File: src/source/csr_map_pkg.sv
`default_nettype none

package csr_map_pkg;

    localparam int csr_num_w = 14;

    // basic csr numbers
    localparam logic [csr_num_w-1:0] csr_crmd   = 14'h000;
    localparam logic [csr_num_w-1:0] csr_prmd   = 14'h001;
    localparam logic [csr_num_w-1:0] csr_ecfg   = 14'h004;
    localparam logic [csr_num_w-1:0] csr_estat  = 14'h005;
    localparam logic [csr_num_w-1:0] csr_era    = 14'h006;
    localparam logic [csr_num_w-1:0] csr_badv   = 14'h007;
    localparam logic [csr_num_w-1:0] csr_eentry = 14'h00c;
    localparam logic [csr_num_w-1:0] csr_save0  = 14'h030;
    localparam logic [csr_num_w-1:0] csr_save1  = 14'h031;
    localparam logic [csr_num_w-1:0] csr_save2  = 14'h032;
    localparam logic [csr_num_w-1:0] csr_save3  = 14'h033;
    localparam logic [csr_num_w-1:0] csr_tid    = 14'h040;
    localparam logic [csr_num_w-1:0] csr_tcfg   = 14'h041;
    localparam logic [csr_num_w-1:0] csr_tval   = 14'h042;
    localparam logic [csr_num_w-1:0] csr_ticlr  = 14'h044;

    // crmd layout
    localparam int crmd_ie_bit = 2;
    localparam int crmd_da_bit = 3;
    localparam int crmd_pg_bit = 4;
    localparam logic [8:0] crmd_reset = 9'b0_0000_1000;    // da=1, plv0, ie off

    localparam int lie_timer_bit = 11;   // timer line in lie and is
    localparam int ticlr_clr_bit = 0;
    localparam int eentry_lsb    = 6;

    // exception codes
    localparam logic [5:0] ecode_int = 6'h00;
    localparam logic [5:0] ecode_ade = 6'h08;
    localparam logic [5:0] ecode_ale = 6'h09;
    localparam logic [5:0] ecode_sys = 6'h0b;
    localparam logic [5:0] ecode_brk = 6'h0c;
    localparam logic [5:0] ecode_ine = 6'h0d;

endpackage

`default_nettype wire
File: src/source/csr_op_pkg.sv
`default_nettype none

package csr_op_pkg;

    localparam int xlen       = 32;
    localparam int ecode_w    = 6;
    localparam int esubcode_w = 9;

    // op_int never comes from the pipeline
    typedef enum logic [2:0] {
        op_csrrd   = 3'd0,
        op_csrwr   = 3'd1,
        op_csrxchg = 3'd2,
        op_ertn    = 3'd3,
        op_excp    = 3'd4,
        op_int     = 3'd5
    } csr_op_e;

    // argument word, csr number or exception codes
    typedef union packed {
        struct packed {
            logic [1:0]                       spare;
            logic [csr_map_pkg::csr_num_w-1:0] num;
        } csr;
        struct packed {
            logic                  spare;
            logic [esubcode_w-1:0] esubcode;
            logic [ecode_w-1:0]    ecode;
        } excp;
    } csr_arg_u;

endpackage

`default_nettype wire

File: src/source/csr_unit.sv
`timescale 1ns/10ps
`default_nettype none

module csr_unit
    import csr_map_pkg::*;
    import csr_op_pkg::*;
#(
    parameter int timer_n = 32
)
(
    input  logic            clk,
    input  logic            rstn,
    input  logic            req_valid,
    input  csr_op_e         req_op,
    input  csr_arg_u        req_arg,
    input  logic [xlen-1:0] req_pc,
    input  logic [xlen-1:0] req_din,
    input  logic [xlen-1:0] req_mask,
    input  logic [xlen-1:0] req_badv,
    input  logic            stall,
    input  logic [7:0]      hw_int,
    output logic [xlen-1:0] rdata,
    output logic            flush,
    output logic [xlen-1:0] redirect_pc,
    output logic            excp_flush,
    output logic            ertn_flush,
    output logic [8:0]      crmd
);

    logic [csr_num_w-1:0] rd_num;
    logic [xlen-1:0]      rd_data_regs;
    logic [xlen-1:0]      rd_data_timer;
    logic                 int_request;
    logic                 ti_pending;
    logic [xlen-1:0]      era;
    logic [xlen-1:0]      eentry;
    logic                 commit;
    csr_op_e              commit_op;
    csr_arg_u             commit_arg;
    logic [xlen-1:0]      commit_pc;
    logic [xlen-1:0]      commit_wdata;
    logic [xlen-1:0]      commit_badv;

    csr_trap trap_i (
        .clk           (clk),
        .rstn          (rstn),
        .req_valid     (req_valid),
        .req_op        (req_op),
        .req_arg       (req_arg),
        .req_pc        (req_pc),
        .req_din       (req_din),
        .req_mask      (req_mask),
        .req_badv      (req_badv),
        .stall         (stall),
        .rd_data_regs  (rd_data_regs),
        .rd_data_timer (rd_data_timer),
        .int_request   (int_request),
        .era           (era),
        .eentry        (eentry),
        .rd_num        (rd_num),
        .rdata         (rdata),
        .flush         (flush),
        .redirect_pc   (redirect_pc),
        .excp_flush    (excp_flush),
        .ertn_flush    (ertn_flush),
        .commit        (commit),
        .commit_op     (commit_op),
        .commit_arg    (commit_arg),
        .commit_pc     (commit_pc),
        .commit_wdata  (commit_wdata),
        .commit_badv   (commit_badv)
    );

    csr_regs regs_i (
        .clk          (clk),
        .rstn         (rstn),
        .commit       (commit),
        .commit_op    (commit_op),
        .commit_arg   (commit_arg),
        .commit_pc    (commit_pc),
        .commit_wdata (commit_wdata),
        .commit_badv  (commit_badv),
        .rd_num       (rd_num),
        .hw_int       (hw_int),
        .ti_pending   (ti_pending),
        .rd_data      (rd_data_regs),
        .int_request  (int_request),
        .era          (era),
        .eentry       (eentry),
        .crmd         (crmd)
    );

    csr_timer #(
        .timer_n (timer_n)
    ) timer_i (
        .clk          (clk),
        .rstn         (rstn),
        .commit       (commit),
        .commit_op    (commit_op),
        .commit_arg   (commit_arg),
        .commit_wdata (commit_wdata),
        .rd_num       (rd_num),
        .rd_data      (rd_data_timer),
        .ti_pending   (ti_pending)
    );

endmodule

`default_nettype wire

File: src/source/csr_trap.sv
`timescale 1ns/10ps
`default_nettype none

module csr_trap
    import csr_map_pkg::*;
    import csr_op_pkg::*;
(
    input  logic                 clk,
    input  logic                 rstn,
    input  logic                 req_valid,
    input  csr_op_e              req_op,
    input  csr_arg_u             req_arg,
    input  logic [xlen-1:0]      req_pc,
    input  logic [xlen-1:0]      req_din,
    input  logic [xlen-1:0]      req_mask,
    input  logic [xlen-1:0]      req_badv,
    input  logic                 stall,
    input  logic [xlen-1:0]      rd_data_regs,
    input  logic [xlen-1:0]      rd_data_timer,
    input  logic                 int_request,
    input  logic [xlen-1:0]      era,
    input  logic [xlen-1:0]      eentry,
    output logic [csr_num_w-1:0] rd_num,
    output logic [xlen-1:0]      rdata,
    output logic                 flush,
    output logic [xlen-1:0]      redirect_pc,
    output logic                 excp_flush,
    output logic                 ertn_flush,
    output logic                 commit,
    output csr_op_e              commit_op,
    output csr_arg_u             commit_arg,
    output logic [xlen-1:0]      commit_pc,
    output logic [xlen-1:0]      commit_wdata,
    output logic [xlen-1:0]      commit_badv
);

    logic            issue;
    logic            int_block;
    logic            take_int;
    logic [xlen-1:0] old_val;
    logic [xlen-1:0] mask;
    logic [xlen-1:0] merged;
    csr_op_e         op_in;
    csr_arg_u        arg_in;
    logic            stage_valid;
    csr_op_e         stage_op;
    csr_arg_u        stage_arg;
    logic [xlen-1:0] stage_pc;
    logic [xlen-1:0] stage_wdata;
    logic [xlen-1:0] stage_badv;

    assign issue  = req_valid && !stall;
    assign rd_num = req_arg.csr.num;

    // read, then mask merge against the old value
    assign old_val = rd_data_regs | rd_data_timer;
    assign mask    = (req_op == op_csrwr) ? '1 : req_mask;
    assign merged  = (old_val & ~mask) | (req_din & mask);

    // no second trap while one is still waiting to commit
    assign int_block = stage_valid && (stage_op == op_excp || stage_op == op_int);
    assign take_int  = int_request && !int_block;

    always_comb
    begin
        op_in  = req_op;
        arg_in = req_arg;
        if (take_int)
        begin
            op_in             = op_int;
            arg_in            = '0;
            arg_in.excp.ecode = ecode_int;
        end
    end

    always_ff @(posedge clk)
    begin
        if (!rstn)
        begin
            stage_valid <= 1'b0;
            stage_op    <= op_csrrd;
            rdata       <= '0;
        end
        else if (!stall)
        begin
            stage_valid <= req_valid;
            if (req_valid)
            begin
                stage_op <= op_in;
                rdata    <= old_val;
            end
        end
    end

    always_ff @(posedge clk)
    begin
        if (issue)
        begin
            stage_arg   <= arg_in;
            stage_pc    <= req_pc;
            stage_wdata <= merged;
            stage_badv  <= req_badv;
        end
    end

    assign commit       = stage_valid && !stall;
    assign commit_op    = stage_op;
    assign commit_arg   = stage_arg;
    assign commit_pc    = stage_pc;
    assign commit_wdata = stage_wdata;
    assign commit_badv  = stage_badv;

    assign flush = stage_valid && (stage_op != op_csrrd);    // held with the stage

    always_comb
    begin
        case (stage_op)
            op_ertn:         redirect_pc = era;
            op_excp, op_int: redirect_pc = eentry;
            default:         redirect_pc = stage_pc + 32'd4;
        endcase
    end

    always_ff @(posedge clk)
    begin
        if (!rstn)
        begin
            excp_flush <= 1'b0;
            ertn_flush <= 1'b0;
        end
        else
        begin
            excp_flush <= commit && (stage_op == op_excp || stage_op == op_int);
            ertn_flush <= commit && (stage_op == op_ertn);
        end
    end

endmodule

`default_nettype wire

File: src/source/csr_timer.sv
`timescale 1ns/10ps
`default_nettype none

module csr_timer
    import csr_map_pkg::*;
    import csr_op_pkg::*;
#(
    parameter int timer_n = 32
)
(
    input  logic                 clk,
    input  logic                 rstn,
    input  logic                 commit,
    input  csr_op_e              commit_op,
    input  csr_arg_u             commit_arg,
    input  logic [xlen-1:0]      commit_wdata,
    input  logic [csr_num_w-1:0] rd_num,
    output logic [xlen-1:0]      rd_data,
    output logic                 ti_pending
);

    logic [xlen-1:0]    tid;
    logic [timer_n-1:0] tcfg;
    logic [timer_n-1:0] tval;
    logic               tcfg_change;
    logic               wr_en;
    logic               ti_clear;
    logic               enable;
    logic               periodic;

    assign wr_en    = commit && (commit_op == op_csrwr || commit_op == op_csrxchg);
    assign ti_clear = wr_en && commit_arg.csr.num == csr_ticlr && commit_wdata[ticlr_clr_bit];
    assign enable   = tcfg[0];
    assign periodic = tcfg[1];

    always_ff @(posedge clk)
    begin
        if (!rstn)
        begin
            tid         <= '0;
            tcfg        <= '0;
            tcfg_change <= 1'b0;
        end
        else
        begin
            tcfg_change <= 1'b0;
            if (wr_en && commit_arg.csr.num == csr_tid)
                tid <= commit_wdata;
            if (wr_en && commit_arg.csr.num == csr_tcfg)
            begin
                tcfg        <= commit_wdata[timer_n-1:0];
                tcfg_change <= 1'b1;
            end
        end
    end

    always_ff @(posedge clk)
    begin
        if (!rstn)
        begin
            tval       <= '0;
            ti_pending <= 1'b0;
        end
        else
        begin
            if (!enable)
                tval <= '0;
            else if (tcfg_change || (tval == '0 && periodic))
                tval <= {tcfg[timer_n-1:2], 2'b00};    // init value
            else if (tval != '1)
                tval <= tval - 1'b1;    // one-shot parks at all ones

            if (ti_clear)
                ti_pending <= 1'b0;
            else if (tval == '0 && enable && !tcfg_change)
                ti_pending <= 1'b1;
        end
    end

    always_comb
    begin
        case (rd_num)
            csr_tid:  rd_data = tid;
            csr_tcfg: rd_data = xlen'(tcfg);
            csr_tval: rd_data = xlen'(tval);
            default:  rd_data = '0;    // ticlr reads zero too
        endcase
    end

endmodule

`default_nettype wire

File: src/source/csr_regs.sv
`timescale 1ns/10ps
`default_nettype none

module csr_regs
    import csr_map_pkg::*;
    import csr_op_pkg::*;
(
    input  logic                 clk,
    input  logic                 rstn,
    input  logic                 commit,
    input  csr_op_e              commit_op,
    input  csr_arg_u             commit_arg,
    input  logic [xlen-1:0]      commit_pc,
    input  logic [xlen-1:0]      commit_wdata,
    input  logic [xlen-1:0]      commit_badv,
    input  logic [csr_num_w-1:0] rd_num,
    input  logic [7:0]           hw_int,
    input  logic                 ti_pending,
    output logic [xlen-1:0]      rd_data,
    output logic                 int_request,
    output logic [xlen-1:0]      era,
    output logic [xlen-1:0]      eentry,
    output logic [8:0]           crmd
);

    localparam logic [lie_timer_bit:0] lie_wmask = 12'hbff;    // bit 10 reserved

    logic [2:0]                 prmd;
    logic [lie_timer_bit:0]     lie;
    logic [1:0]                 estat_is;
    logic [ecode_w-1:0]         estat_ecode;
    logic [esubcode_w-1:0]      estat_esubcode;
    logic [xlen-1:0]            badv;
    logic [xlen-1:eentry_lsb]   eentry_hi;
    logic [xlen-1:0]            save0;
    logic [xlen-1:0]            save1;
    logic [xlen-1:0]            save2;
    logic [xlen-1:0]            save3;
    logic [lie_timer_bit:0]     is_vec;
    logic                       wr_en;
    logic                       trap_en;
    logic                       ertn_en;
    logic [csr_num_w-1:0]       wnum;

    assign wr_en   = commit && (commit_op == op_csrwr || commit_op == op_csrxchg);
    assign trap_en = commit && (commit_op == op_excp || commit_op == op_int);
    assign ertn_en = commit && (commit_op == op_ertn);
    assign wnum    = commit_arg.csr.num;
    assign eentry  = {eentry_hi, {eentry_lsb{1'b0}}};

    // pending lines, hw and timer sampled live
    always_comb
    begin
        is_vec                = '0;
        is_vec[1:0]           = estat_is;
        is_vec[9:2]           = hw_int;
        is_vec[lie_timer_bit] = ti_pending;
    end

    assign int_request = (|(is_vec & lie)) & crmd[crmd_ie_bit];

    always_ff @(posedge clk)
    begin
        if (!rstn)
        begin
            crmd           <= crmd_reset;
            prmd           <= '0;
            lie            <= '0;
            estat_is       <= '0;
            estat_ecode    <= '0;
            estat_esubcode <= '0;
        end
        else if (trap_en)
        begin
            prmd           <= crmd[2:0];
            crmd[2:0]      <= 3'b000;    // plv0, ie off
            estat_ecode    <= commit_arg.excp.ecode;
            estat_esubcode <= commit_arg.excp.esubcode;
        end
        else if (ertn_en)
        begin
            crmd[2:0] <= prmd;
        end
        else if (wr_en)
        begin
            case (wnum)
                csr_crmd:
                begin
                    crmd[2:0] <= commit_wdata[2:0];
                    crmd[8:5] <= commit_wdata[8:5];
                    // da/pg only move to a legal pair
                    if (commit_wdata[crmd_pg_bit] ^ commit_wdata[crmd_da_bit])
                        crmd[crmd_pg_bit:crmd_da_bit] <= commit_wdata[crmd_pg_bit:crmd_da_bit];
                end
                csr_prmd:  prmd     <= commit_wdata[2:0];
                csr_ecfg:  lie      <= commit_wdata[lie_timer_bit:0] & lie_wmask;
                csr_estat: estat_is <= commit_wdata[1:0];    // only sw bits writable
                default: ;
            endcase
        end
    end

    always_ff @(posedge clk)
    begin
        if (trap_en)
        begin
            era <= commit_pc;
            if (commit_arg.excp.ecode == ecode_ale || commit_arg.excp.ecode == ecode_ade)
                badv <= commit_badv;
        end
        else if (wr_en)
        begin
            case (wnum)
                csr_era:    era       <= commit_wdata;
                csr_badv:   badv      <= commit_wdata;
                csr_eentry: eentry_hi <= commit_wdata[xlen-1:eentry_lsb];
                csr_save0:  save0     <= commit_wdata;
                csr_save1:  save1     <= commit_wdata;
                csr_save2:  save2     <= commit_wdata;
                csr_save3:  save3     <= commit_wdata;
                default: ;
            endcase
        end
    end

    always_comb
    begin
        rd_data = '0;
        case (rd_num)
            csr_crmd:   rd_data = xlen'(crmd);
            csr_prmd:   rd_data = xlen'(prmd);
            csr_ecfg:   rd_data = xlen'(lie);
            csr_estat:  rd_data = {1'b0, estat_esubcode, estat_ecode, 4'b0000, is_vec};
            csr_era:    rd_data = era;
            csr_badv:   rd_data = badv;
            csr_eentry: rd_data = eentry;
            csr_save0:  rd_data = save0;
            csr_save1:  rd_data = save1;
            csr_save2:  rd_data = save2;
            csr_save3:  rd_data = save3;
            default:    rd_data = '0;    // timer block or unmapped
        endcase
    end

endmodule

`default_nettype wire

File: config.mk
export PLATFORM = sky130hd
export DESIGN_NAME = csr_unit
export DESIGN_NICKNAME = d
export VERILOG_FILES = /design/src/source/csr_map_pkg.sv /design/src/source/csr_op_pkg.sv /design/src/source/csr_unit.sv /design/src/source/csr_trap.sv /design/src/source/csr_timer.sv /design/src/source/csr_regs.sv
export SDC_FILE = /design/constraint.sdc
export NUM_CORES = 1
export LEC_CHECK = 0
export ABC_AREA = 1
export BUFFER_PORTS_ARGS = -buffer_cell sky130_fd_sc_hd__clkbuf_2
export CORE_MARGIN = 2
export CORE_UTILIZATION = 60
export DETAILED_ROUTE_END_ITERATION = 8
export PLACE_DENSITY = 0.85
export SLEW_MARGIN = 15
export SYNTH_ARGS = -nofsm -noshare
export SYNTH_HDL_FRONTEND = slang
export SYNTH_HIERARCHICAL = 1
export SYNTH_SLANG_ARGS = --single-unit
export TNS_END_PERCENT = 10
File: constraint.sdc
create_clock -name clk -period 11.4 [get_ports clk]
set_input_delay 0.57 -clock clk [delete_from_list [all_inputs] [get_ports clk]]
set_output_delay 0.57 -clock clk [all_outputs]
set_load 0.005 [all_outputs]
==> impl_results.md <==
- First-pass GRT wire length: 111.6 mm
- Slowest library cell on the worst path: buf_4
- Die Footprint: 42,840 um2
- IO Pins: 235
- GPL Wtd Cong: 1.004
- Commonest non-fill, non-tap cell in the layout: nand2_1
- Max Used Layer: met4
- Final cell count without fillers: 3,625
- Final Hold Viols: 0
- Slew Viols, Final: 0
- Num CTS Buffers: 52
- Outcome: finished, final reports clean
- Finished layout cell area: 27,560 um2
- Die W: 207.0 um
- Worst-Margin Slew: 1.107 ns
- Crit-path max cell delay: 0.82 ns
- CP Capture Type: register
- Worst Skew: 0.02318 ns
- Remaining antenna violation count: 0
- GRT Util Overall: 0.3473
- Peak supply drop: 0.1467 mV
- DRT Pass-1 Iters: 7
- Clock slew at reported path FFs: 0.06 ns
- Post-place setup slack: 7.378 ns
- WL met2: 34.54 mm
- Via-per-instance ratio: 5.968
- Worst-Skew Late Latency: 0.63 ns
- Hold buffer count at cts: 0
- CTS tree: yes
- Post-CTS Setup Bufs: 0
- Met1 WL: 27.77 mm
- Routed vias: 21.64k
- CP top delay family: buffers and inverters
- Placed Cells: 3,527
- Synth warn: 6
- CP cell instances: clkbuf_2 -> nor2_1 -> nand2_2 -> nor2_8 -> buf_4 -> buf_4 -> nand3_1 -> nand2_1 -> nor2_1 -> nand3_1 -> nor2_1 -> a31oi_1
- Lkg Pwr: 11.52 nW
- Setup WS post-layout: 7.855 ns
- CP arrival: 3.99 ns
- Initial DRC count: 2,804
- Fin crit share: 0.3110
- RSZ-0062 raised after global routing: false
- Met3 routed wirelength: 8.081 mm
- Die Y: 207.0 um
- Crit-path max FO: 95
- Min-delay worst type: in -> reg
- Final setup vio count: 0
- Clk sinks: 505
- Fin Setup TNS: 0 ns
- Post-CTS sizing: 0
- Vias in the first global route: 20.15k
- Antenna violations before repair: 0
- Area Overhead vs Synth: 11.49%
- Fillcell total: 3,172
- Wire per inst: 20.63 um
- Initial Util: 0.6068
- Max transition margin: 0.2602
- Port bufs: 233
- Mean Syn Cell Area: 8.563 um2
- Crit path time final: 3.545 ns
- Final wirelength: 74.80 mm
- PwrDens: 142.7 nW/um2
- Core ar.: 40,740 um2
- # DRC: 0
- Pin count of the biggest net entering global routing: 116
- Layout cells sized above 1: 0.1484
- Total global routing overflow: 0
- Critical path class: in -> reg
- Rows: 74
- Layout net count: 3,211
- Max Fclk: 0.2821 GHz
- Bufs and invs on worst path: 3
- Max Cap Violations: 0
- Post-placement cell area: 25,890 um2
- CTS HTree Levels: 2
- Critical Path Start Type: primary input
- Most frequent CP cell: nor2_1
- Most frequent cells in the layout: nand2_1 (606), nand3_1 (357), nor2_1 (347)
- Dpl hpwl: 50.94 mm
- CTS Buffer Depth: 3
- Synthesized cell area: 24,720 um2
- CTS root buf: clkbuf_16
- Cells after synthesis: 2,887
- Diodes inserted: 0
- Data required time at the worst endpoint: 11.84 ns
where the power goes:
part | internal (mW) | total [mW] | switching (mW)
registers | 2.00 | 2.05 | 0.0563
clock network | 0.951 | 1.68 | 0.731
logic | 0.0735 | 0.199 | 0.125
total | 3.02 | 3.93 | 0.913
metal layers:
metal | vias to the layer above | global-route usage
li1 | 9945 | -
met1 | 10130 | 0.4463
met3 | 235 | 0.05557
met2 | 1321 | 0.5582
met5 | - | 0
met4 | 0 | 0.2049
metrics by stage:
| stage | power (mW) | hold WS [ns] | utilization |
|---|---|---|---|
| floorplan | 2.182 | 0.4299 | - |
| finish | 3.933 | 0.1173 | 0.6765 |
| global route | 4.031 | 0.1100 | 0.6765 |
| global placement | 2.276 | 0.4416 | 0.6356 |
| detailed placement | 2.283 | 0.4484 | 0.6356 |
| CTS | 3.938 | 0.1046 | 0.6765 |
final cells by class:
class,count,area (um2),share of cell area
sequential,505,13400,0.4863
clock buffer,71,1433,0.05198
multi-input combinational,1915,9295,0.3373
inverter,323,1217,0.04417
tap,532,665.6,0.02415
timing repair buffer,252,1311,0.04758
clock inverter,27,235.2,0.008535
final timing paths:
kind | to | start | slack, ns | depth (start not counted)
worst max-delay path | trap_i/commit_wdata[17] | req_arg[13] | 7.85 | 12
worst min-delay path | trap_i/commit_badv[9] | req_badv[9] | 0.12 | 1
worst max register to register | regs_i/save0[25] | trap_i/stage_valid | 8.07 | 9
worst min register to register | timer_i/tid[31] | timer_i/tid[31] | 0.46 | 2
state kept, by name, summed over array words and instances (netlist names), 2 cells and up:
signal                 count
regs_i/lie                11
regs_i/prmd                3
regs_i/estat_ecode         6
timer_i/tval              32
trap_i/commit_arg         15
trap_i/commit_op           3
trap_i/commit_wdata       32
timer_i/tid               32
timer_i/tcfg              32
regs_i/save2              32
regs_i/estat_esubcode      9
regs_i/badv               32
regs_i/crmd                9
trap_i/rdata              32
regs_i/save0              32
trap_i/commit_pc          32
regs_i/era                32
regs_i/save3              32
trap_i/commit_badv        32
regs_i/estat_is            2
regs_i/eentry_hi          26
regs_i/save1              32
Note: power is estimated with default switching activity, not from simulation.
